==> src/hw/cache_cfg.svh <==
`ifndef CACHE_CFG_SVH
`define CACHE_CFG_SVH

// geometry of the data cache
// two ways only, the array logic is written for exactly two
`define CACHE_WAYS 2
`define CACHE_SETS 16
`define CACHE_INDEX_W 4
// 32-bit words per line
`define CACHE_WORDS 4
// 32 - index - word select - byte offset
`define CACHE_TAG_W 24

`endif

==> src/hw/cache_lru.sv <==
`timescale 1ns/10ps
`default_nettype none

`include "cache_cfg.svh"

module cache_lru (
    input  logic                      clk_i,
    input  logic                      rst_ni,
    input  logic [`CACHE_INDEX_W-1:0] index_i,
    // accessed way, one strobe per response
    input  logic                      touch_i,
    input  logic                      touch_way_i,
    output logic                      lru_way_o
);

    // one bit per set, names the older way
    logic [`CACHE_SETS-1:0] lru_q;

    always_ff @(posedge clk_i or negedge rst_ni) begin
        if (!rst_ni) begin
            lru_q <= '0;
        end else if (touch_i) begin
            // the other way becomes least recent
            lru_q[index_i] <= ~touch_way_i;
        end
    end

    assign lru_way_o = lru_q[index_i];

endmodule

`default_nettype wire

==> config.mk <==
export PLATFORM = sky130hd
export DESIGN_NAME = cache_lru
export DESIGN_NICKNAME = d
export VERILOG_FILES = /design/src/hw/cache_lru.sv
export VERILOG_INCLUDE_DIRS = /design/src /design/src/hw
export SDC_FILE = /design/constraint.sdc
export NUM_CORES = 1
export LEC_CHECK = 0
export BUFFER_PORTS_ARGS = -buffer_cell sky130_fd_sc_hd__buf_2
export CORE_MARGIN = 1
export CORE_UTILIZATION = 50
export DETAILED_ROUTE_END_ITERATION = 7
export PLACE_DENSITY = 0.8
export SLEW_MARGIN = 25
export SYNTH_ARGS = -nofsm -noshare
export SYNTH_HDL_FRONTEND = slang
export SYNTH_SLANG_ARGS = --single-unit
==> constraint.sdc <==
create_clock -name clk_i -period 1.35 [get_ports clk_i]
set_clock_uncertainty 0.1 [all_clocks]
set_input_delay 0.27 -clock clk_i [delete_from_list [all_inputs] [get_ports clk_i]]
set_output_delay 0.27 -clock clk_i [all_outputs]
set_load 0.1 [all_outputs]
==> results of run 1 <==
worst min path at each step:
stage	from	to	slack, ps	cells after the start
final	touch_way_i	lru_q[8]	270	2
after global placement	rst_ni	lru_q[1]	100	1
after detailed placement	rst_ni	lru_q[8]	100	1
after CTS	touch_way_i	lru_q[8]	270	2
after global routing	touch_way_i	lru_q[6]	280	2
after floorplan	rst_ni	lru_q[0]	-130	0
layout make-up:
cell class	count	area [um2]
clock buffer	4	36.3
fill	113	552
multi-input combinational	47	390
sequential	16	400
tap	16	20.0
timing repair buffer	17	125
cell usage in the layout, fill, tap and decap left out, drive strengths merged:
master	count
a31oi	16
dfrtp	16
buf	16
a21oi	12
a41oi	4
clkbuf	4
mux4	4
nor2b	2
and3b	2
nand3	2
nand2	1
nor2	1
a22oi	1
nor3b	1
and3	1
dlygate4sd3	1
layer usage:
metal  up-vias  global-route usage  part of all wire
met5         -                   0                 0
met4         0              0.0813            0.0073
met3         2              0.0383             0.032
met2        15               0.355              0.49
met1       321               0.270              0.47
li1        311                   -                 -
cells by family (layout without fill, tap and decap cells):
| logic type | after synthesis | after routing | synth area share |
|---|---|---|---|
| multiplexers | 4 | 4 | 0.117 |
| AND/OR/NAND/NOR | 10 | 10 | 0.0871 |
| AO/OA/AOI/OAI | 33 | 33 | 0.249 |
| flip-flops | 16 | 16 | 0.480 |
| buffers and inverters | 11 | 21 | 0.0661 |
critical path: cells and delay by family, from the launching register on:
family          cells  cell delay [ps]
compound gates      1              210
mux                 1              480
simple gates        1               90
buf+inv             1              170
flops               1              400
power by group through the flow:
stage | Combinational, mW | Clock [mW] | Sequential, mW
finish | 0.395 | 0.315 | 0.659
floorplan | 0.299 | 0 | 0.639
global route | 0.433 | 0.336 | 0.673
detailed placement | 0.396 | 0 | 0.668
global placement | 0.382 | 0 | 0.659
CTS | 0.399 | 0.315 | 0.658
what timing repair did:
item                                    CTS  global route
hold buffers                              1             0
pin swaps                                 0             0
hold endpoints to repair                 16             0
endpoints found under the setup margin    1             1
buffers inserted                          0             0
metrics by stage:
stage	TNS [ps]	std cells	hold WS [ps]	area (um2)	worst slack [ps]
finish	-666	100	271	972	-666
global route	-713	100	283	972	-713
CTS	-664	100	267	972	-664
detailed placement	-506	95	96.5	926	-506
global placement	-488	95	96.2	926	-488
floorplan	-402	74	-126	846	-402
==> metrics, run 1 <==
H-tree depth 1; Post-Syn Area per Cell 11.3 um2; wirelength, routed 1650 um; Sw Pwr 0.421 mW; Largest regs lru_q: 16 flops; Ys Warns 0; max reg flops 16; setup ws final -666 ps; vias in the first global route 637; ant diodes 0; Synth-to-Final Area Change 16.7%; Post-Syn Area 833 um2; number of flops mapped to enable cells by yosys 0; final worst-path cycle share 1.49; Top reg by flops lru_q; Final min period 2020 ps; pwr/cell area 1410 nW/um2; Residual DRC 0; crit path cell chain mux4_2, a22oi_2, nand3_4, buf_12; I/O Buffers 8; TritonCTS Buffers 3; CTS tree done; # rows 14; final core utilization 0.638; CTS Sinks 16; final setup fails 1; Die W 42.8 um; Nets 93; Lkg Pwr 0.407 nW; VDD IR max 0.706 mV; Worst-path clk slew 100 ps; Reg power frac 0.481; Cells after Synth 74; RSZ-0062 raised after global routing true; Critical Path Max Stage Delay 480 ps; actual slew at the worst max-slew pin 340 ps; Design Power 1.37 mW; Seq/Total Area, Yosys 0.480; Slew Viols, Final 0; largest net degree at the start of global routing 17; gpl congestion 0.782; Initial Util 0.547; drt pass-1 iters 4; Via density 6.49; internal power 0.947 mW; max-cap viol count 0; status finished, violations left; crit path capture type output port; number of I/O pins 9; CP startpoint kind register; cts repair resizes 0; top cells by count, synth a31oi_1, dfrtp_1, a21oi_1; reg-to-reg slack, setup 500 ps; critical path's slowest cell mux4_2; initial DRC count 31; clk_lat worst skew 280 ps; top post-synthesis cells by area dfrtp_1, a31oi_1, a21oi_1; GR Overflow Total 0; relative slew slack 0.773; Async S/R FF share, synth 1.00; Synth top area share 0.480; first-pass GRT wire length 2850 um; crit path to lru_way_o; worst r2r src lru_q[15]; via count 649; Netlist cell types 18; Routed Antenna Nets 0; syn_nets 82; area of the die 1830 um2; Worst Setup SP lru_q[3]; final hold viol count 0; core outline area 1520 um2; combinational power share 0.289; HP Class input port to register; FF-to-FF End lru_q[15]; crit path DAT 1650 ps; r2r worst-path depth 2; CTS Root Buffer Type clkbuf_4; Avg WL per Cell 16.5 um; Clock Power Share 0.230; critical path required time 980 ps; Highest Clock Rate 496 MHz; Global Route Usage Sum 0.212; CTS Buffer Depth 2; worst setup path class register to output port; Top FF cell, synth dfrtp_1; dpl hpwl 1260 um; Die Span Y 42.8 um; crit path max fanout 2; initial antenna violation count 0; FF+latch count, synth 16; layout cells sized above 1 0.345; Switching Share 0.308; failing checks negative setup slack; Yosys top cell by area dfrtp_1
Power figures use the tool's default switching activity.
==> run 2, diff against run 1 <==
--- a/config.mk
+++ b/config.mk
@@ -11,6 +11,7 @@
 export CORE_UTILIZATION = 50
 export DETAILED_ROUTE_END_ITERATION = 7
 export PLACE_DENSITY = 0.8
+export RECOVER_POWER = 50
 export SLEW_MARGIN = 25
 export SYNTH_ARGS = -nofsm -noshare
 export SYNTH_HDL_FRONTEND = slang
==> metrics, run 2 (synthesis results as in run 1) <==
final worst-path cycle share 1.49 (about the same); RSZ-0062 raised after global routing true; Initial Util 0.547 (unchanged); ant diodes 0 (unchanged); reg-to-reg slack, setup 500 ps (about the same); actual slew at the worst max-slew pin 379 ps (+38.4 ps); initial antenna violation count 0 (unchanged); crit path max fanout 2 (unchanged); Final Cell Area 972 um2 (unchanged); # rows 14 (unchanged); crit path DAT 1650 ps (about the same); Post-CTS Repair Setup Buffers 0 (unchanged); core outline area 1520 um2 (unchanged); worst setup path class register to output port; Worst-path clk slew 100 ps (about the same); dpl hpwl 1260 um (unchanged); Via density 6.50 (+0.15%); CTS Sinks 16 (unchanged); critical path required time 980 ps (about the same); Multi-input gate area 390 um2 (unchanged); TritonCTS Buffers 3 (unchanged); Nets 93 (unchanged); via count 650 (+0.15%); status finished, violations left; crit path to lru_way_o; CTS Root Buffer Type clkbuf_4; crit path capture type output port; Largest regs lru_q: 16 flops; Top reg by flops lru_q; FF-to-FF End lru_q[15]; Die Span Y 42.8 um (unchanged); clk_lat worst skew 280 ps (about the same); final setup fails 1 (unchanged); area of the die 1830 um2 (unchanged); VDD IR max 0.706 mV (unchanged); drt pass-1 iters 4 (unchanged); GR Overflow Total 0 (unchanged); Avg WL per Cell 16.5 um (about the same); H-tree depth 1 (unchanged); final hold viol count 0 (unchanged); max reg flops 16 (unchanged); CP startpoint kind register; fillcell total 113 (unchanged); number of I/O pins 9 (unchanged); setup TNS -666 ps (+0.0180 ps); layout cells sized above 1 0.345 (unchanged); Routed Antenna Nets 0 (unchanged); Residual DRC 0 (unchanged); CTS tree done; initial DRC count 31 (unchanged); Synth-to-Final Area Change 16.7% (unchanged); wirelength, routed 1650 um (about the same); CTS Buffer Depth 2 (unchanged); pwr/cell area 1410 nW/um2 (about the same); worst r2r src lru_q[15]; HP Class input port to register; Highest Clock Rate 496 MHz (about the same); Die W 42.8 um (unchanged); r2r worst-path depth 2 (unchanged); Cell Area, Placed 926 um2 (unchanged); setup ws final -666 ps (+0.0180 ps); first-pass GRT wire length 2850 um (unchanged); Worst Setup SP lru_q[3]; cts repair resizes 0 (unchanged); gpl congestion 0.782 (unchanged); vias in the first global route 637 (unchanged); most frequent cells in the layout a31oi_1, dfrtp_1, a21oi_1; Final min period 2020 ps (-0.0180 ps); largest net degree at the start of global routing 17 (unchanged); final hold slack 271 ps (unchanged); Design Power 1.37 mW (about the same); Global Route Usage Sum 0.212 (unchanged); Seq. cell area 400 um2 (unchanged); relative slew slack 0.748 (-0.0256); Lkg Pwr 0.407 nW (about the same); failing checks negative setup slack; I/O Buffers 8 (unchanged); Slew Viols, Final 0 (unchanged); max-cap viol count 0 (unchanged)
==> run 2: cell count changes in the layout (fill, tap and decap cells not counted) <==
cell | before | now
buf_2 | 7 | 6
clkbuf_2 | 0 | 1
==> run 2: how the worst min path moves through the flow <==
stage               slack [ps]  cells after the start        start  endpoint
CTS                        270                      2  touch_way_i  lru_q[8]
floorplan                 -130                      0       rst_ni  lru_q[0]
global placement           100                      1       rst_ni  lru_q[1]
global route               280                      2  touch_way_i  lru_q[6]
detailed placement         100                      1       rst_ni  lru_q[8]
finish                     270                      2  touch_way_i  lru_q[8]
==> run 2: report_power, final <==
group	internal (mW)	switching, mW	leakage (nW)
combinational	0.191	0.205	0.204
sequential	0.593	0.0661	0.182
clock	0.164	0.151	0.0210
total	0.947	0.421	0.407
==> run 2: what timing repair did <==
item,4_1_cts,5_1_grt
endpoints found under the setup margin,1,1
endpoints found under the hold margin,16,0
hold buffers,1,0
==> run 2: per-layer routing <==
| metal | global-route usage | part of all wire |
|---|---|---|
| met1 | 0.270 | 0.47 |
| met2 | 0.355 | 0.49 |
| met3 | 0.0383 | 0.029 |
| met4 | 0.0813 | 0.0073 |
| met5 | 0 | 0 |
==> run 2: stage by stage <==
step                utilization  worst slack (ps)  cells
finish                    0.638              -666    100
global route              0.638              -713    100
CTS                       0.638              -664    100
detailed placement        0.608              -506     95
global placement          0.608              -488     95
floorplan                     -              -402     74
==> run 2: critical path, stage by stage, from the launching register on <==
cell and delay, ps:
dfrtp_1 400, mux4_2 480, a22oi_2 210, nand3_4 90
buf_12 170
==> run 2: layout make-up <==
| class | count | area share |
|---|---|---|
| clock buffer | 4 | 0.0373 |
| multi-input combinational | 47 | 0.402 |
| timing repair buffer | 17 | 0.129 |
| sequential | 16 | 0.412 |
| tap | 16 | 0.0206 |
