$ cat src/hw/cache_cfg.svh
`ifndef CACHE_CFG_SVH
`define CACHE_CFG_SVH

// geometry of the data cache
// two ways only, the array logic is written for exactly two
`define CACHE_WAYS 2
`define CACHE_SETS 16
`define CACHE_INDEX_W 4
// 32-bit words per line
`define CACHE_WORDS 4
// 32 - index - word select - byte offset
`define CACHE_TAG_W 24

`endif

$ cat src/hw/cache_pkg.sv
`default_nettype none

`include "cache_cfg.svh"

package cache_pkg;

    // request address split into its cache fields
    typedef struct packed {
        logic [`CACHE_TAG_W-1:0]   tag;
        logic [`CACHE_INDEX_W-1:0] index;
        logic [1:0]                word;
        logic [1:0]                byte_off;
    } addr_fields_t;

    // same 32 bits seen raw or as fields
    typedef union packed {
        logic [31:0]  raw;
        addr_fields_t f;
    } cache_addr_u;

    // one cache line, word 0 in the low bits
    typedef logic [`CACHE_WORDS-1:0][31:0] line_t;

    // controller states
    typedef enum logic [1:0] {
        IDLE,
        COMPARE,
        WRITE_BACK,
        ALLOCATE
    } ctrl_state_e;

endpackage

`default_nettype wire

$ cat src/hw/cache_array_if.sv
`timescale 1ns/10ps
`default_nettype none

`include "cache_cfg.svh"

interface cache_array_if import cache_pkg::*; ();

    // lookup, driven by the controller
    logic [`CACHE_INDEX_W-1:0] index;
    logic [`CACHE_TAG_W-1:0]   lookup_tag;
    // write port, takes effect on the next edge
    logic                      tag_we;
    logic                      data_we;
    logic                      wr_way;
    logic [`CACHE_TAG_W-1:0]   wr_tag;
    logic                      wr_dirty;
    line_t                     wr_line;

    // lookup result, combinational in the array
    logic                      hit;
    logic                      hit_way;
    // hit line, or victim line on a miss
    line_t                     rd_line;
    logic                      victim_way;
    logic [`CACHE_TAG_W-1:0]   victim_tag;
    logic                      victim_dirty;

    modport ctrl (
        output index, lookup_tag, tag_we, data_we, wr_way, wr_tag, wr_dirty, wr_line,
        input  hit, hit_way, rd_line, victim_way, victim_tag, victim_dirty
    );

    modport array (
        input  index, lookup_tag, tag_we, data_we, wr_way, wr_tag, wr_dirty, wr_line,
        output hit, hit_way, rd_line, victim_way, victim_tag, victim_dirty
    );

endinterface

`default_nettype wire

$ cat src/hw/cache_ctrl.sv
`timescale 1ns/10ps
`default_nettype none

module cache_ctrl import cache_pkg::*; (
    input  logic        clk_i,
    input  logic        rst_ni,
    // cpu request
    input  logic        req_valid_i,
    input  logic        req_we_i,
    input  cache_addr_u req_addr_i,
    input  logic [31:0] req_wdata_i,
    // cpu response
    output logic        resp_valid_o,
    output logic        resp_hit_o,
    output logic [31:0] resp_rdata_o,
    output logic        busy_o,
    // memory request
    output logic        mem_req_valid_o,
    output logic        mem_req_we_o,
    output logic [31:0] mem_req_addr_o,
    output line_t       mem_req_wdata_o,
    // memory response
    input  logic        mem_resp_valid_i,
    input  line_t       mem_resp_rdata_i,
    // tag and data arrays
    cache_array_if.ctrl arr,
    // recency update
    output logic        lru_touch_o,
    output logic        lru_way_o
);

    ctrl_state_e state_q, state_d;

    // latched cpu request
    cache_addr_u addr_q;
    logic        we_q;
    logic [31:0] wdata_q;
    // still in the first compare of this request
    logic        first_q;

    // line addresses for memory
    cache_addr_u wb_addr;
    cache_addr_u fill_addr;
    // hit line with the write word merged in
    line_t       merged_line;

    always_ff @(posedge clk_i or negedge rst_ni) begin
        if (!rst_ni) begin
            state_q <= IDLE;
            first_q <= 1'b0;
        end else begin
            state_q <= state_d;
            if (state_q == IDLE && req_valid_i) begin
                first_q <= 1'b1;
            end else if (state_q == COMPARE && !arr.hit) begin
                // the later compare after the fill is no longer first
                first_q <= 1'b0;
            end
        end
    end

    // request payload, captured on the strobe
    always_ff @(posedge clk_i) begin
        if (state_q == IDLE && req_valid_i) begin
            addr_q  <= req_addr_i;
            we_q    <= req_we_i;
            wdata_q <= req_wdata_i;
        end
    end

    always_comb begin
        // victim line lives at its own tag with our index
        wb_addr.raw     = '0;
        wb_addr.f.tag   = arr.victim_tag;
        wb_addr.f.index = addr_q.f.index;
        // missing line, word and byte cleared
        fill_addr            = addr_q;
        fill_addr.f.word     = 2'b00;
        fill_addr.f.byte_off = 2'b00;
        // read-modify-write of one word
        merged_line                = arr.rd_line;
        merged_line[addr_q.f.word] = wdata_q;
    end

    // lookup always uses the latched request
    assign arr.index      = addr_q.f.index;
    assign arr.lookup_tag = addr_q.f.tag;

    always_comb begin
        state_d         = state_q;
        resp_valid_o    = 1'b0;
        mem_req_valid_o = 1'b0;
        mem_req_we_o    = 1'b0;
        mem_req_addr_o  = fill_addr.raw;
        // default write targets the hit way with the merged word
        arr.tag_we      = 1'b0;
        arr.data_we     = 1'b0;
        arr.wr_way      = arr.hit_way;
        arr.wr_tag      = addr_q.f.tag;
        arr.wr_dirty    = 1'b0;
        arr.wr_line     = merged_line;

        case (state_q)
            IDLE: begin
                if (req_valid_i) begin
                    state_d = COMPARE;
                end
            end
            COMPARE: begin
                if (arr.hit) begin
                    resp_valid_o = 1'b1;
                    // write hit, same tag, line now dirty
                    if (we_q) begin
                        arr.tag_we   = 1'b1;
                        arr.data_we  = 1'b1;
                        arr.wr_dirty = 1'b1;
                    end
                    state_d = IDLE;
                end else begin
                    mem_req_valid_o = 1'b1;
                    if (arr.victim_dirty) begin
                        // push the victim out first
                        mem_req_we_o   = 1'b1;
                        mem_req_addr_o = wb_addr.raw;
                        state_d        = WRITE_BACK;
                    end else begin
                        state_d = ALLOCATE;
                    end
                end
            end
            WRITE_BACK: begin
                // write acked, ask for the missing line
                if (mem_resp_valid_i) begin
                    mem_req_valid_o = 1'b1;
                    state_d         = ALLOCATE;
                end
            end
            ALLOCATE: begin
                arr.wr_way  = arr.victim_way;
                arr.wr_line = mem_resp_rdata_i;
                // fill with a clean tag, then compare again
                if (mem_resp_valid_i) begin
                    arr.tag_we  = 1'b1;
                    arr.data_we = 1'b1;
                    state_d     = COMPARE;
                end
            end
            default: begin
                state_d = IDLE;
            end
        endcase
    end

    // victim line is what rd_line shows on a miss
    assign mem_req_wdata_o = arr.rd_line;
    assign resp_rdata_o    = arr.rd_line[addr_q.f.word];
    assign resp_hit_o      = resp_valid_o & first_q;
    assign busy_o          = (state_q != IDLE);

    // touch the accessed way on every response
    assign lru_touch_o = resp_valid_o;
    assign lru_way_o   = arr.hit_way;

endmodule

`default_nettype wire

$ cat src/flat_wrapper.sv
// flat-port wrapper written by rule: the top's interface ports become plain ports
module cache_ctrl_flat import cache_pkg::*;
  (clk_i, rst_ni, req_valid_i, req_we_i, req_addr_i, req_wdata_i, resp_valid_o, resp_hit_o, resp_rdata_o, busy_o, mem_req_valid_o, mem_req_we_o, mem_req_addr_o, mem_req_wdata_o, mem_resp_valid_i, mem_resp_rdata_i, lru_touch_o, lru_way_o, arr_index, arr_lookup_tag, arr_tag_we, arr_data_we, arr_wr_way, arr_wr_tag, arr_wr_dirty, arr_wr_line, arr_hit, arr_hit_way, arr_rd_line, arr_victim_way, arr_victim_tag, arr_victim_dirty);
  cache_array_if arr_i ();
  input  logic clk_i;
  input  logic rst_ni;
  input  logic req_valid_i;
  input  logic req_we_i;
  input  cache_addr_u req_addr_i;
  input  logic [31:0] req_wdata_i;
  output logic resp_valid_o;
  output logic resp_hit_o;
  output logic [31:0] resp_rdata_o;
  output logic busy_o;
  output logic mem_req_valid_o;
  output logic mem_req_we_o;
  output logic [31:0] mem_req_addr_o;
  output line_t mem_req_wdata_o;
  input  logic mem_resp_valid_i;
  input  line_t mem_resp_rdata_i;
  output logic lru_touch_o;
  output logic lru_way_o;
  output wire logic [$bits(arr_i.index)-1:0] arr_index;
  output wire logic [$bits(arr_i.lookup_tag)-1:0] arr_lookup_tag;
  output wire logic [$bits(arr_i.tag_we)-1:0] arr_tag_we;
  output wire logic [$bits(arr_i.data_we)-1:0] arr_data_we;
  output wire logic [$bits(arr_i.wr_way)-1:0] arr_wr_way;
  output wire logic [$bits(arr_i.wr_tag)-1:0] arr_wr_tag;
  output wire logic [$bits(arr_i.wr_dirty)-1:0] arr_wr_dirty;
  output wire logic [$bits(arr_i.wr_line)-1:0] arr_wr_line;
  input wire logic [$bits(arr_i.hit)-1:0] arr_hit;
  input wire logic [$bits(arr_i.hit_way)-1:0] arr_hit_way;
  input wire logic [$bits(arr_i.rd_line)-1:0] arr_rd_line;
  input wire logic [$bits(arr_i.victim_way)-1:0] arr_victim_way;
  input wire logic [$bits(arr_i.victim_tag)-1:0] arr_victim_tag;
  input wire logic [$bits(arr_i.victim_dirty)-1:0] arr_victim_dirty;
  assign arr_index = arr_i.index;
  assign arr_lookup_tag = arr_i.lookup_tag;
  assign arr_tag_we = arr_i.tag_we;
  assign arr_data_we = arr_i.data_we;
  assign arr_wr_way = arr_i.wr_way;
  assign arr_wr_tag = arr_i.wr_tag;
  assign arr_wr_dirty = arr_i.wr_dirty;
  assign arr_wr_line = arr_i.wr_line;
  assign arr_i.hit = arr_hit;
  assign arr_i.hit_way = arr_hit_way;
  assign arr_i.rd_line = arr_rd_line;
  assign arr_i.victim_way = arr_victim_way;
  assign arr_i.victim_tag = arr_victim_tag;
  assign arr_i.victim_dirty = arr_victim_dirty;
  cache_ctrl u_core (.clk_i(clk_i), .rst_ni(rst_ni), .req_valid_i(req_valid_i), .req_we_i(req_we_i), .req_addr_i(req_addr_i), .req_wdata_i(req_wdata_i), .resp_valid_o(resp_valid_o), .resp_hit_o(resp_hit_o), .resp_rdata_o(resp_rdata_o), .busy_o(busy_o), .mem_req_valid_o(mem_req_valid_o), .mem_req_we_o(mem_req_we_o), .mem_req_addr_o(mem_req_addr_o), .mem_req_wdata_o(mem_req_wdata_o), .mem_resp_valid_i(mem_resp_valid_i), .mem_resp_rdata_i(mem_resp_rdata_i), .arr(arr_i), .lru_touch_o(lru_touch_o), .lru_way_o(lru_way_o));
endmodule
$ cat config.mk
export PLATFORM = sky130hd
export DESIGN_NAME = cache_ctrl_flat
export DESIGN_NICKNAME = d
export VERILOG_FILES = /design/src/hw/cache_pkg.sv /design/src/hw/cache_array_if.sv /design/src/hw/cache_ctrl.sv /design/src/flat_wrapper.sv
export VERILOG_INCLUDE_DIRS = /design/src /design/src/hw
export SDC_FILE = /design/constraint.sdc
export NUM_CORES = 1
export LEC_CHECK = 0
export BUFFER_PORTS_ARGS = -buffer_cell sky130_fd_sc_hd__buf_2
export CELL_PAD_IN_SITES_DETAIL_PLACEMENT = 1
export CELL_PAD_IN_SITES_GLOBAL_PLACEMENT = 1
export CORE_AREA = 2 2 282 284
export CTS_BUF_LIST = sky130_fd_sc_hd__clkbuf_4 sky130_fd_sc_hd__clkbuf_8
export CTS_CLUSTER_SIZE = 24
export DETAILED_ROUTE_END_ITERATION = 8
export DIE_AREA = 0 0 284 286
export GPL_TIMING_DRIVEN = 0
export PLACE_DENSITY = 0.41
export SLEW_MARGIN = 20
export SYNTH_ARGS = -nofsm -noshare
export SYNTH_HDL_FRONTEND = slang
export SYNTH_SLANG_ARGS = --single-unit
$ cat constraint.sdc
create_clock -name clk_i -period 2.6 [get_ports clk_i]
set_input_delay 0.13 -clock clk_i [delete_from_list [all_inputs] [get_ports clk_i]]
set_output_delay 0.13 -clock clk_i [all_outputs]
set_load 0.02 [all_outputs]
==> results by group, run 1 <==
STA
  • Worst setup margin: 0.1801 ns
  • Fmax: 413.2 MHz
  • Worst hold slack after final layout: 0.06085 ns
  • Clock Skew: 0.03550 ns
  • Hold Vio Cnt, Final: 0
  • Fin crit period: 2.420 ns
  • Setup Viol. Count Final: 0
  • Slew HR: 61.46%
  • Worst-margin pin slew: 0.5780 ns
  • Slew Limit Fails: 0
  • Tcrit/Tclk final: 93.07%

Cells and area
  • Commonest cells after routing, fill and taps aside: 733 x buf_2, 207 x buf_4, 129 x nand2_1
  • Fill cell count: 9601
  • Area occupied by multi-input gates: 0.003694 mm^2
  • Layout overhead on the synthesized area: 80.28%
  • Sequential Area: 0.001969 mm^2
  • Commonest non-fill, non-tap cell in the layout: buf_2
  • Share of cells above drive strength 1: 66.02%
  • Final Instance Area: 0.01347 mm^2
  • Final #Nets: 1956
  • Final core occ: 17.19%

Route
  • Drt wl/cell: 21.81 um
  • # DRC: 0
  • Vias/cell: 3.399
  • Routed vias: 9022
  • Antenna Nets Post-Route: 0
  • Routed WL: 57870 um
  • First DRT Iteration DRCs: 280
  • DR pass1 iterations: 4

Setup path
  • Slowest cell on crit path: dfrtp_2
  • Critical path class: flop to primary output
  • Crit path arrival time: 2.29 ns
  • Crit end category: primary output
  • Setup crit start kind: flop
  • R2r setup slk: 0.65 ns
  • Worst EP required: 2.47 ns
  • Reg2Reg Capture Point: u_core.wdata_q[24]
  • Worst path max stage delay: 0.45 ns
  • Worst path cell trace: inv_1 > ha_1 > nand3b_1 > buf_4 > mux2_2 > buf_2
  • Worst flop-to-flop path startpoint: u_core.state_q[0]
  • Crit path max fanout: 10
  • R2R cell count: 4

Global route
  • Largest net degree at the start of global routing: 44
  • Vias in the first global route: 9882
  • Initial antenna violation count: 3
  • GR Overflow Total: 0
  • Global-route wire length before repair: 77830 um
  • Gr usage total: 13.66%

Floorplan
  • Core Rows: 103
  • Initial Util: 9.538%
  • Die height: 286 um
  • CORE AREA: 0.07836 mm^2
  • Die W: 284 um
  • Total die area: 0.08122 mm^2
  • IO Count: 736

Run
  • Maxcap violations: 0

Place
  • Placed cell area: 0.01248 mm^2
  • Dpl hpwl: 47470 um
  • GPL Wtd Cong: 0.8657
  • Port bufs: 729
  • Pre-CTS setup slack: -0.2406 ns

Worst hold path
  • Hold Path Depth: 3
  • Min-delay worst type: input port to flop
  • Hold path endpoint: u_core.state_q[1]
  • Hold Crit Start: req_valid_i

Synth
  • Register area share after synthesis: 26.32%
  • Mean Syn Cell Area: 9.520 um^2
  • Synth Register Bits: 66
  • Cells after synthesis: 785
  • Mapped Area: 0.007473 mm^2
  • Post-synthesis cell type count: 29
  • Ys Warns: 0

Clocking
  • Clock transition at the registers of the reported paths: 0.13 ns
  • Maximum clock insertion buffer count: 2
  • TritonCTS buffer count: 9
  • Worst skew pair latency: 0.45 ns
  • H-tree Lvls: 3
  • CTS tree: built
  • Clock tree root buffer cell: clkbuf_8
  • CTS Sinks: 66

Pwr
  • Clk pwr share: 12.0%
  • Worst IR Drop VDD: 0.2862 mV
  • Pwr Total: 9.056 mW
  • Switching power share of the total: 53.75%
  • Sw Pwr: 4.868 mW
  • Cell-internal power: 4.189 mW
  • Combinational fraction of design power: 69.8%
  • Part of the power in registers: 18.1%
  • Leak pwr: 6.450 nW
  • Power Density: 672.2 mW/mm^2

Status
  • Result of the run: finished, final reports clean
## worst max path at each step
| stage | startpoint | slack (ns) | to | cells after the start |
|---|---|---|---|---|
| 2_1_floorplan | u_core.state_q[0] | 0.68 | u_core.addr_q[10] | 3 |
| 3_3_place_gp | u_core.state_q[0] | -0.55 | arr_wr_line[2] | 6 |
| 3_5_place_dp | u_core.state_q[0] | -0.24 | arr_wr_line[48] | 7 |
| 4_1_cts | u_core.state_q[0] | 0.01 | arr_wr_line[6] | 7 |
| 5_1_grt | u_core.state_q[1] | -0.006 | mem_req_addr_o[22] | 6 |
| 6_report | u_core.state_q[1] | 0.18 | mem_req_addr_o[22] | 6 |
## flip-flops by register name, indices dropped and copies added (netlist names)
signal	flops
u_core.wdata_q	32
u_core.we_q	1
u_core.addr_q	30
u_core.first_q	1
u_core.state_q	2
## critical path: cells and delay by family (launching register included)
kind,cells,cell delay (ns)
buffers and inverters,3,0.54
flip-flops,1,0.45
multiplexers,1,0.38
adder cells (fa/ha/maj),1,0.25
AND/OR/NAND/NOR,1,0.21
## synth_stat cells
master / number / area, um^2
a21boi_0: 1 / 7.510
a21o_1: 1 / 7.510
and2_1: 4 / 25.02
and3_1: 2 / 12.51
buf_12: 6 / 120.1
buf_2: 15 / 75.07
buf_4: 202 / 1516
buf_6: 6 / 67.56
clkbuf_1: 14 / 52.55
conb_1: 1 / 3.750
dfrtp_1: 3 / 75.07
edfxtp_1: 63 / 1892
ha_1: 7 / 87.58
inv_1: 3 / 11.26
mux2_2: 26 / 292.8
mux2i_1: 129 / 1291
mux4_2: 32 / 720.7
nand2_1: 129 / 484.2
nand2_2: 1 / 6.260
nand2b_1: 1 / 6.260
nand3b_1: 1 / 7.510
nor2_1: 1 / 3.750
nor2_4: 1 / 11.26
nor2b_1: 2 / 12.51
nor2b_2: 2 / 17.52
o21ai_0: 64 / 320.3
o21ai_1: 66 / 330.3
o22a_1: 1 / 8.760
o22ai_1: 1 / 6.260
## area by class of cell
cell class	count	area share, %
antenna	3	0.05572
buffer	243	14.28
clock buffer	9	0.9194
clock inverter	7	0.6129
inverter	3	0.08358
multi-input combinational	476	27.41
sequential	66	14.62
tap	1050	9.751
timing repair buffer	797	32.26
## logic make-up (layout without fill, tap and decap cells)
logic type	after synthesis	after routing	share of synthesized area, %
buf+inv	246	1059	24.66
simple gates	144	144	7.852
fa+ha+maj	7	7	1.172
compound gates	134	134	9.108
other cells	1	7	0.05018
mux	187	187	30.84
flops	66	66	26.32
## routing by layer
layer	global-route usage, %	vias to the layer above	wire, um
li1	-	4207	-
met1	17.22	4374	25220
met2	23.98	404	28770
met3	2.982	35	3202
met4	2.526	2	672
met5	0	-	13
## what timing repair did
action,4_1_cts,5_1_grt
hold endpoints to repair,67,0
resized for setup,38,6
buffers inserted,1,0
hold buffers,66,0
endpoints found under the setup margin,151,14
pin swaps,1,0
## per-stage QoR
step	setup TNS (ns)	cells
final	0	2654
after global routing	-0.01115	2652
after CTS	0	2651
after detailed placement	-4.325	2568
after global placement	-13.99	2567
after floorplan	0	788
## power groups by stage
stage / clock network [mW] / logic (mW) / registers [mW]
final: 1.09 / 6.32 / 1.64
after global routing: 1.21 / 6.77 / 1.67
after CTS: 1.20 / 6.49 / 1.64
after detailed placement: 0 / 6.31 / 1.66
after global placement: 0 / 6.27 / 1.67
after floorplan: 0 / 3.58 / 1.56
No activity file was read; power rests on OpenSTA's default activity.
==> run 2, diff against run 1 <==
==> constraint.sdc (replaced) <==
create_clock -name clk_i -period 2.1 [get_ports clk_i]
set_input_delay 0.105 -clock clk_i [delete_from_list [all_inputs] [get_ports clk_i]]
set_output_delay 0.105 -clock clk_i [all_outputs]
set_load 0.02 [all_outputs]
==> results by group, run 2 (synthesis gave the netlist of run 1 again) <==
Cells and area
  • Sequential Area: 0.001969 mm^2 (unchanged)
  • Commonest cells after routing, fill and taps aside: 596 x buf_2, 284 x buf_4, 99 x mux2i_1 (was 733 x buf_2, 207 x buf_4, 129 x nand2_1)
  • Share of cells above drive strength 1: 74.63% (was 66.02%)
  • Largest reg by FF count: u_core.wdata_q (unchanged)
  • Fill cell count: 9371 (was 9601)
  • Biggest registers after layout: u_core.wdata_q: 32 flops, u_core.addr_q: 30 flops, u_core.state_q: 2 flops (unchanged)
  • Final core occ: 20.28% (was 17.19%)
  • Final std cells w/o fill: 2694 (was 2654)
  • Final Instance Area: 0.01589 mm^2 (was 0.01347 mm^2)
  • Layout overhead on the synthesized area: 112.6% (was 80.28%)
  • Area occupied by multi-input gates: 0.004488 mm^2 (was 0.003694 mm^2)
  • Final #Nets: 1995 (was 1956)
  • Commonest non-fill, non-tap cell in the layout: buf_2 (unchanged)
  • Max FFs per register: 32 (unchanged)

STA
  • Fin crit period: 2.171 ns
  • RSZ-0062 raised after global routing: true
  • Post-Route Setup TNS: -1.526 ns (was 0 ns)
  • Worst hold slack after final layout: 0.1514 ns (was 0.06085 ns)
  • Hold Vio Cnt, Final: 0 (unchanged)
  • Slew Limit Fails: 0 (unchanged)
  • Clock Skew: 0.02480 ns (was 0.03550 ns)
  • Setup Viol. Count Final: 63 (was 0)
  • Worst setup margin: -0.07055 ns (was 0.1801 ns)
  • Tcrit/Tclk final: 103.4%
  • Fmax: 460.7 MHz

Worst hold path
  • Hold Crit Start: arr_victim_dirty (was req_valid_i)
  • Hold Path Depth: 3 (unchanged)
  • Hold path endpoint: u_core.state_q[0] (was u_core.state_q[1])
  • Min-delay worst type: input port to flop (unchanged)

Pwr
  • Leak pwr: 7.494 nW (was 6.450 nW)
  • Pwr Total: 13.70 mW (was 9.056 mW)
  • Worst IR Drop VDD: 0.3394 mV (was 0.2862 mV)
  • Power Density: 862.3 mW/mm^2 (was 672.2 mW/mm^2)

Setup path
  • Crit path max fanout: 10 (unchanged)
  • Worst EP required: 2.00 ns (was 2.47 ns)
  • Reg2Reg Capture Point: u_core.state_q[1] (was u_core.wdata_q[24])
  • Worst flop-to-flop path startpoint: u_core.state_q[0] (unchanged)
  • Setup crit start kind: flop (unchanged)
  • Crit path arrival time: 2.07 ns (was 2.29 ns)
  • Crit end category: primary output (unchanged)
  • R2r setup slk: 0.08 ns (was 0.65 ns)
  • R2R cell count: 7 (was 4)
  • Critical path class: flop to primary output (unchanged)

Floorplan
  • IO Count: 736 (unchanged)
  • Initial Util: 9.538% (unchanged)
  • Core Rows: 103 (unchanged)
  • CORE AREA: 0.07836 mm^2 (unchanged)
  • Die W: 284 um (unchanged)
  • Die height: 286 um (unchanged)
  • Total die area: 0.08122 mm^2 (unchanged)

Route
  • DR pass1 iterations: 4 (unchanged)
  • First DRT Iteration DRCs: 223 (was 280)
  • Routed WL: 62540 um (was 57870 um)
  • Vias/cell: 3.478 (was 3.399)
  • Antenna Nets Post-Route: 0 (unchanged)
  • # DRC: 0 (unchanged)
  • Drt wl/cell: 23.21 um (was 21.81 um)
  • Routed vias: 9370 (was 9022)

Clocking
  • Worst skew pair latency: 0.43 ns (was 0.45 ns)
  • CTS Sinks: 66 (unchanged)
  • Clock tree root buffer cell: clkbuf_8 (unchanged)
  • CTS tree: built (unchanged)
  • Maximum clock insertion buffer count: 2 (unchanged)
  • Clock transition at the registers of the reported paths: 0.12 ns (was 0.13 ns)
  • TritonCTS buffer count: 9 (unchanged)
  • H-tree Lvls: 3 (unchanged)

Place
  • GPL Wtd Cong: 0.8657 (unchanged)
  • Port bufs: 729 (unchanged)
  • Placed cells: 2568 (unchanged)
  • Placed cell area: 0.01248 mm^2 (unchanged)
  • Pre-CTS setup slack: -0.7156 ns (was -0.2406 ns)
  • Dpl hpwl: 47470 um (unchanged)

Global route
  • Vias in the first global route: 10010 (was 9882)
  • GR Overflow Total: 0 (unchanged)
  • Largest net degree at the start of global routing: 44 (unchanged)
  • Gr usage total: 13.94% (was 13.66%)
  • Global-route wire length before repair: 79250 um (was 77830 um)
  • Initial antenna violation count: 3 (unchanged)

Status
  • Failing checks: setup timing
  • Result of the run: finished with violations (was finished, final reports clean)

Run
  • Maxcap violations: 0 (unchanged)
[run 2: worst max-delay path, cell delays in order, from the launching register on]
cell      delay (ns)
edfxtp_1        0.38
buf_12          0.17
buf_4           0.31
mux4_2          0.57
buf_2           0.18
[run 2: worst max-delay path by stage]
stage                            startpoint                end  slack [ns]  cells after the start
after global routing      u_core.state_q[0]     arr_wr_line[2]       -0.20                      6
after CTS                  u_core.addr_q[2]     arr_wr_line[5]       -0.15                      7
after detailed placement  u_core.state_q[0]    arr_wr_line[48]       -0.72                      7
after global placement    u_core.state_q[0]     arr_wr_line[2]       -1.02                      6
final                      u_core.addr_q[2]   resp_rdata_o[12]       -0.07                      4
after floorplan           u_core.state_q[0]  u_core.addr_q[10]        0.18                      3
[run 2: what timing repair did]
action	4_1_cts	5_1_grt
endpoints found under the setup margin	185	229
gates resized for setup	244	346
hold buffers	67	0
pin swaps	3	4
buffers inserted	14	6
cloned	4	15
endpoints found under the hold margin	67	0
[run 2: final cells by class]
| cell class | instances | share of cell area, % |
|---|---|---|
| repair buffers | 835 | 35.03 |
| plain buffers | 243 | 14.61 |
| multi-input cells | 477 | 28.24 |
| flip-flops and latches | 66 | 12.39 |
| diodes | 4 | 0.06299 |
| inverters | 3 | 0.08661 |
| well taps | 1050 | 8.268 |
| clock inverters | 7 | 0.5197 |
| clock buffers | 9 | 0.7795 |
[run 2: where the power goes]
group	total (mW)	leakage [nW]	internal, mW	switching [mW]
logic	10.3	6.78	4.60	5.69
registers	2.07	0.619	1.77	0.302
clock network	1.34	0.0988	0.570	0.770
[run 2: routing by layer]
layer | part of all wire [%] | global-route usage (%) | vias to the layer above
met5 | 0.021 | 0 | -
met4 | 1.2 | 2.776 | 2
met3 | 5.4 | 3.062 | 34
met2 | 50 | 24.55 | 422
met1 | 43 | 17.41 | 4589
li1 | - | - | 4323
==> run 3, diff against run 2 <==
--- a/config.mk
+++ b/config.mk
@@ -6,16 +6,17 @@
 export SDC_FILE = /design/constraint.sdc
 export NUM_CORES = 1
 export LEC_CHECK = 0
+export ABC_AREA = 1
 export BUFFER_PORTS_ARGS = -buffer_cell sky130_fd_sc_hd__buf_2
 export CELL_PAD_IN_SITES_DETAIL_PLACEMENT = 1
 export CELL_PAD_IN_SITES_GLOBAL_PLACEMENT = 1
-export CORE_AREA = 2 2 282 284
+export CORE_AREA = 2 2 284 286
 export CTS_BUF_LIST = sky130_fd_sc_hd__clkbuf_4 sky130_fd_sc_hd__clkbuf_8
 export CTS_CLUSTER_SIZE = 24
 export DETAILED_ROUTE_END_ITERATION = 8
-export DIE_AREA = 0 0 284 286
+export DIE_AREA = 0 0 286 288
 export GPL_TIMING_DRIVEN = 0
-export PLACE_DENSITY = 0.41
+export PLACE_DENSITY = 0.45
 export SLEW_MARGIN = 20
 export SYNTH_ARGS = -nofsm -noshare
 export SYNTH_HDL_FRONTEND = slang
==> results by group, run 3 <==
Cells and area
  • Layout overhead on the synthesized area: 120.0% (was 112.6%)
  • Final std cells w/o fill: 3338 (was 2694)
  • Commonest non-fill, non-tap cell in the layout: buf_2 (unchanged)
  • Final core occ: 22.44% (was 20.28%)
  • Final Instance Area: 0.01787 mm^2 (was 0.01589 mm^2)
  • Commonest cells after routing, fill and taps aside: 614 x buf_2, 462 x nand2_1, 252 x buf_4 (was 596 x buf_2, 284 x buf_4, 99 x mux2i_1)
  • Max FFs per register: 32 (unchanged)
  • Biggest registers after layout: u_core.wdata_q: 32 flops, u_core.addr_q: 30 flops, u_core.state_q: 2 flops (unchanged)
  • Share of cells above drive strength 1: 56.59% (was 74.63%)
  • Fill cell count: 9834 (was 9371)
  • Largest reg by FF count: u_core.wdata_q (unchanged)
  • Final #Nets: 2631 (was 1995)

Global route
  • GR Overflow Total: 0 (unchanged)
  • Initial antenna violation count: 7 (was 3)
  • Gr usage total: 17.86% (was 13.94%)
  • Global-route wire length before repair: 102400 um (was 79250 um)
  • Largest net degree at the start of global routing: 25 (was 44)
  • Vias in the first global route: 13390 (was 10010)

Clocking
  • Clock tree root buffer cell: clkbuf_8 (unchanged)
  • Clock transition at the registers of the reported paths: 0.13 ns (was 0.12 ns)
  • Worst skew pair latency: 0.44 ns (was 0.43 ns)
  • TritonCTS buffer count: 9 (unchanged)
  • CTS Sinks: 66 (unchanged)
  • Maximum clock insertion buffer count: 2 (unchanged)
  • CTS tree: built (unchanged)
  • H-tree Lvls: 3 (unchanged)

Synth
  • Xor-xnor portion of the synthesized cell area: 0% (unchanged)
  • Synth Register Bits: 66 (unchanged)
  • Largest family of logic cells by synthesized area: simple AND/OR/NAND/NOR gates (was multiplexers)
  • Synth Area in Simple Gates: 35.80% (was 7.852%)
  • Ys Warns: 0 (unchanged)
  • Post-synthesis cell type count: 18 (was 29)
  • Count leader, synth: nand2_1 (was buf_4)
  • FFs w/ async S/R, synth: 4.545% (unchanged)
  • Synth top cells by count: 571 x nand2_1, 203 x inv_1, 195 x buf_4 (was 202 x buf_4, 129 x mux2i_1, 129 x nand2_1)
  • Cells after synthesis: 1395 (was 785)
  • Top FF cell, synth: edfxtp_1 (unchanged)
  • Compound-gate portion of the synthesized area: 7.763% (was 9.108%)
  • Largest cells by area after synthesis: nand2_1 26%, edfxtp_1 23%, buf_4 18% (was edfxtp_1 25%, buf_4 20%, mux2i_1 17%)
  • Register area share after synthesis: 24.21% (was 26.32%)
  • Post-synth EDFFs: 63 (unchanged)
  • Post-Synth Adder-Cell Area: 1.078% (was 1.172%)
  • Mapped Area: 0.008123 mm^2 (was 0.007473 mm^2)
  • Post-synthesis mux area share: 0% (was 30.84%)
  • Mean Syn Cell Area: 5.823 um^2 (was 9.520 um^2)
  • Cell taking the most area after synthesis: nand2_1 (was edfxtp_1)
  • Post-synth top area share: 26.39% (was 25.31%)

Setup path
  • Crit path top cell by count: nand2_1
  • Worst flop-to-flop path startpoint: u_core.state_q[0] (unchanged)
  • Worst setup path startpoint: u_core.addr_q[3] (was u_core.addr_q[2])
  • Critical path class: flop to primary output (unchanged)
  • Worst path max stage delay: 0.42 ns (was 0.57 ns)
  • Slowest cell on crit path: edfxtp_1 (was mux4_2)
  • Crit path max fanout: 6 (was 10)
  • Worst path cell trace: buf_8 > nor2_4 > buf_12 > buf_16 > clkbuf_16 > nand2_1 > nand3_1 > nand2_1 > buf_2 (was buf_12 > buf_4 > mux4_2 > buf_2)
  • Crit end category: primary output (unchanged)
  • Setup crit start kind: flop (unchanged)
  • Worst EP required: 2.00 ns (about the same)
  • Crit path arrival time: 2.02 ns (was 2.07 ns)

Place
  • Dpl hpwl: 58330 um (was 47470 um)
  • Placed cell area: 0.01316 mm^2 (was 0.01248 mm^2)
  • Pre-CTS setup slack: -0.9119 ns (was -0.7156 ns)
  • Placed cells: 3189 (was 2568)
  • Port bufs: 729 (unchanged)
  • GPL Wtd Cong: 0.8228 (was 0.8657)

Worst hold path
  • Min-delay worst type: input port to flop (unchanged)
  • Hold Crit Start: arr_hit (was arr_victim_dirty)

STA
  • Clock Skew: 0.03068 ns (was 0.02480 ns)
  • Fin crit period: 2.121 ns (was 2.171 ns)
  • Fmax: 471.5 MHz (was 460.7 MHz)
  • Hold Vio Cnt, Final: 0 (unchanged)
  • Setup Viol. Count Final: 17 (was 63)
  • Slew Limit Fails: 0 (unchanged)
  • RSZ-0062 raised after global routing: true (unchanged)
  • Tcrit/Tclk final: 101.0% (was 103.4%)
  • Worst setup margin: -0.02111 ns (was -0.07055 ns)

Route
  • Routed WL: 78080 um (was 62540 um)
  • Routed vias: 12470 (was 9370)
  • Vias/cell: 3.735 (was 3.478)
  • DR pass1 iterations: 5 (was 4)
  • Drt wl/cell: 23.39 um (was 23.21 um)
  • # DRC: 0 (unchanged)
  • Antenna Nets Post-Route: 0 (unchanged)
  • First DRT Iteration DRCs: 541 (was 223)

Run
  • Maxcap violations: 0 (unchanged)

Floorplan
  • Core Rows: 104 (was 103)
  • Total die area: 0.08237 mm^2 (was 0.08122 mm^2)
  • Die height: 288 um (was 286 um)
  • CORE AREA: 0.07964 mm^2 (was 0.07836 mm^2)
  • Die W: 286 um (was 284 um)
  • IO Count: 736 (unchanged)
  • Initial Util: 10.20% (was 9.538%)

Pwr
  • Power Density: 911.6 mW/mm^2 (was 862.3 mW/mm^2)
  • Pwr Total: 16.29 mW (was 13.70 mW)
  • Worst IR Drop VDD: 0.2880 mV (was 0.3394 mV)
  • Leak pwr: 9.688 nW (was 7.494 nW)

Status
  • Result of the run: finished with violations (unchanged)
  • Failing checks: setup timing (unchanged)
-- run 3: cell types whose count changed in the layout (fill, tap and decap cells not counted), moves of 27 or more --
cell,previous run,this run
buf_4,284,252
nand3_4,0,27
mux4_2,32,0
nor2_1,1,40
nand2_2,30,82
mux2i_1,99,0
o21ai_0,9,38
nand3_1,0,46
o21ai_1,79,26
nand2_1,79,462
inv_1,1,197
-- run 3: cell families after synthesis --
group / Yosys count
other: 1
AO/OA/AOI/OAI: 126
AND/OR/NAND/NOR: 729
buffers and inverters: 466
flip-flops: 66
adder cells (fa/ha/maj): 7
-- run 3: path summary, 6_finish.rpt --
check                                     endpoint  slack [ns]  depth (start not counted)
worst max-delay path               arr_wr_line[57]       -0.02                          9
worst min-delay path             u_core.state_q[0]        0.08                          6
worst max register to register  u_core.wdata_q[11]        0.11                          9
worst min register to register   u_core.state_q[1]        0.76                          3
max in group asynchronous        u_core.state_q[1]        1.35                          3
min in group asynchronous           u_core.first_q        0.55                          3
-- run 3: critical path: cells and delay by family, from the launching register on --
family / cells / cell delay, ns
buffers and inverters: 5 / 0.82
DFF: 1 / 0.42
and+or+nand+nor: 4 / 0.30
-- run 3: per-stage QoR --
step                      hold WS, ns  setup TNS (ns)
after floorplan               -0.1906               0
after global placement       -0.08760         -153.64
after detailed placement     -0.08554          -81.26
after CTS                     0.03386          -4.997
after global routing          0.08951          -10.16
final                         0.08163         -0.1333
-- run 3: layer usage --
metal | vias up | GRT usage [%] | wire length [um]
met2 | 532 | 32.86 | 40180
met1 | 6036 | 21.50 | 32010
met4 | 4 | 3.901 | 1620
met5 | - | 0 | 25
met3 | 67 | 3.122 | 4245
li1 | 5827 | - | -
-- run 3: what timing repair did --
item / in CTS / in global routing
endpoints found under the hold margin: 67 / 0
buffers inserted: 43 / 1
hold buffers: 67 / 0
gates cloned: 19 / 8
endpoints found under the setup margin: 232 / 189
gates resized for setup: 557 / 265
pin swaps: 34 / 33
-- run 3: layout make-up --
type	count	area [um^2]	area share [%]
repair buffers	864	6090	34.07
diodes	2	5.005	0.02800
plain buffers	258	2659	14.88
multi-input cells	867	4768	26.68
repair inverters	1	7.507	0.04200
flip-flops and latches	66	1969	11.02
clock buffers	10	131.4	0.7350
inverters	204	804.5	4.501
well taps	1060	1326	7.420
clock inverters	6	112.6	0.6300
-- run 3: power breakdown --
| part | internal (mW) | total [mW] | switching (mW) | leakage [nW] |
|---|---|---|---|---|
| clock network | 0.811 | 1.59 | 0.776 | 0.125 |
| registers | 1.81 | 2.06 | 0.245 | 0.622 |
| logic | 5.20 | 12.7 | 7.45 | 8.94 |
| total | 7.82 | 16.3 | 8.47 | 9.69 |
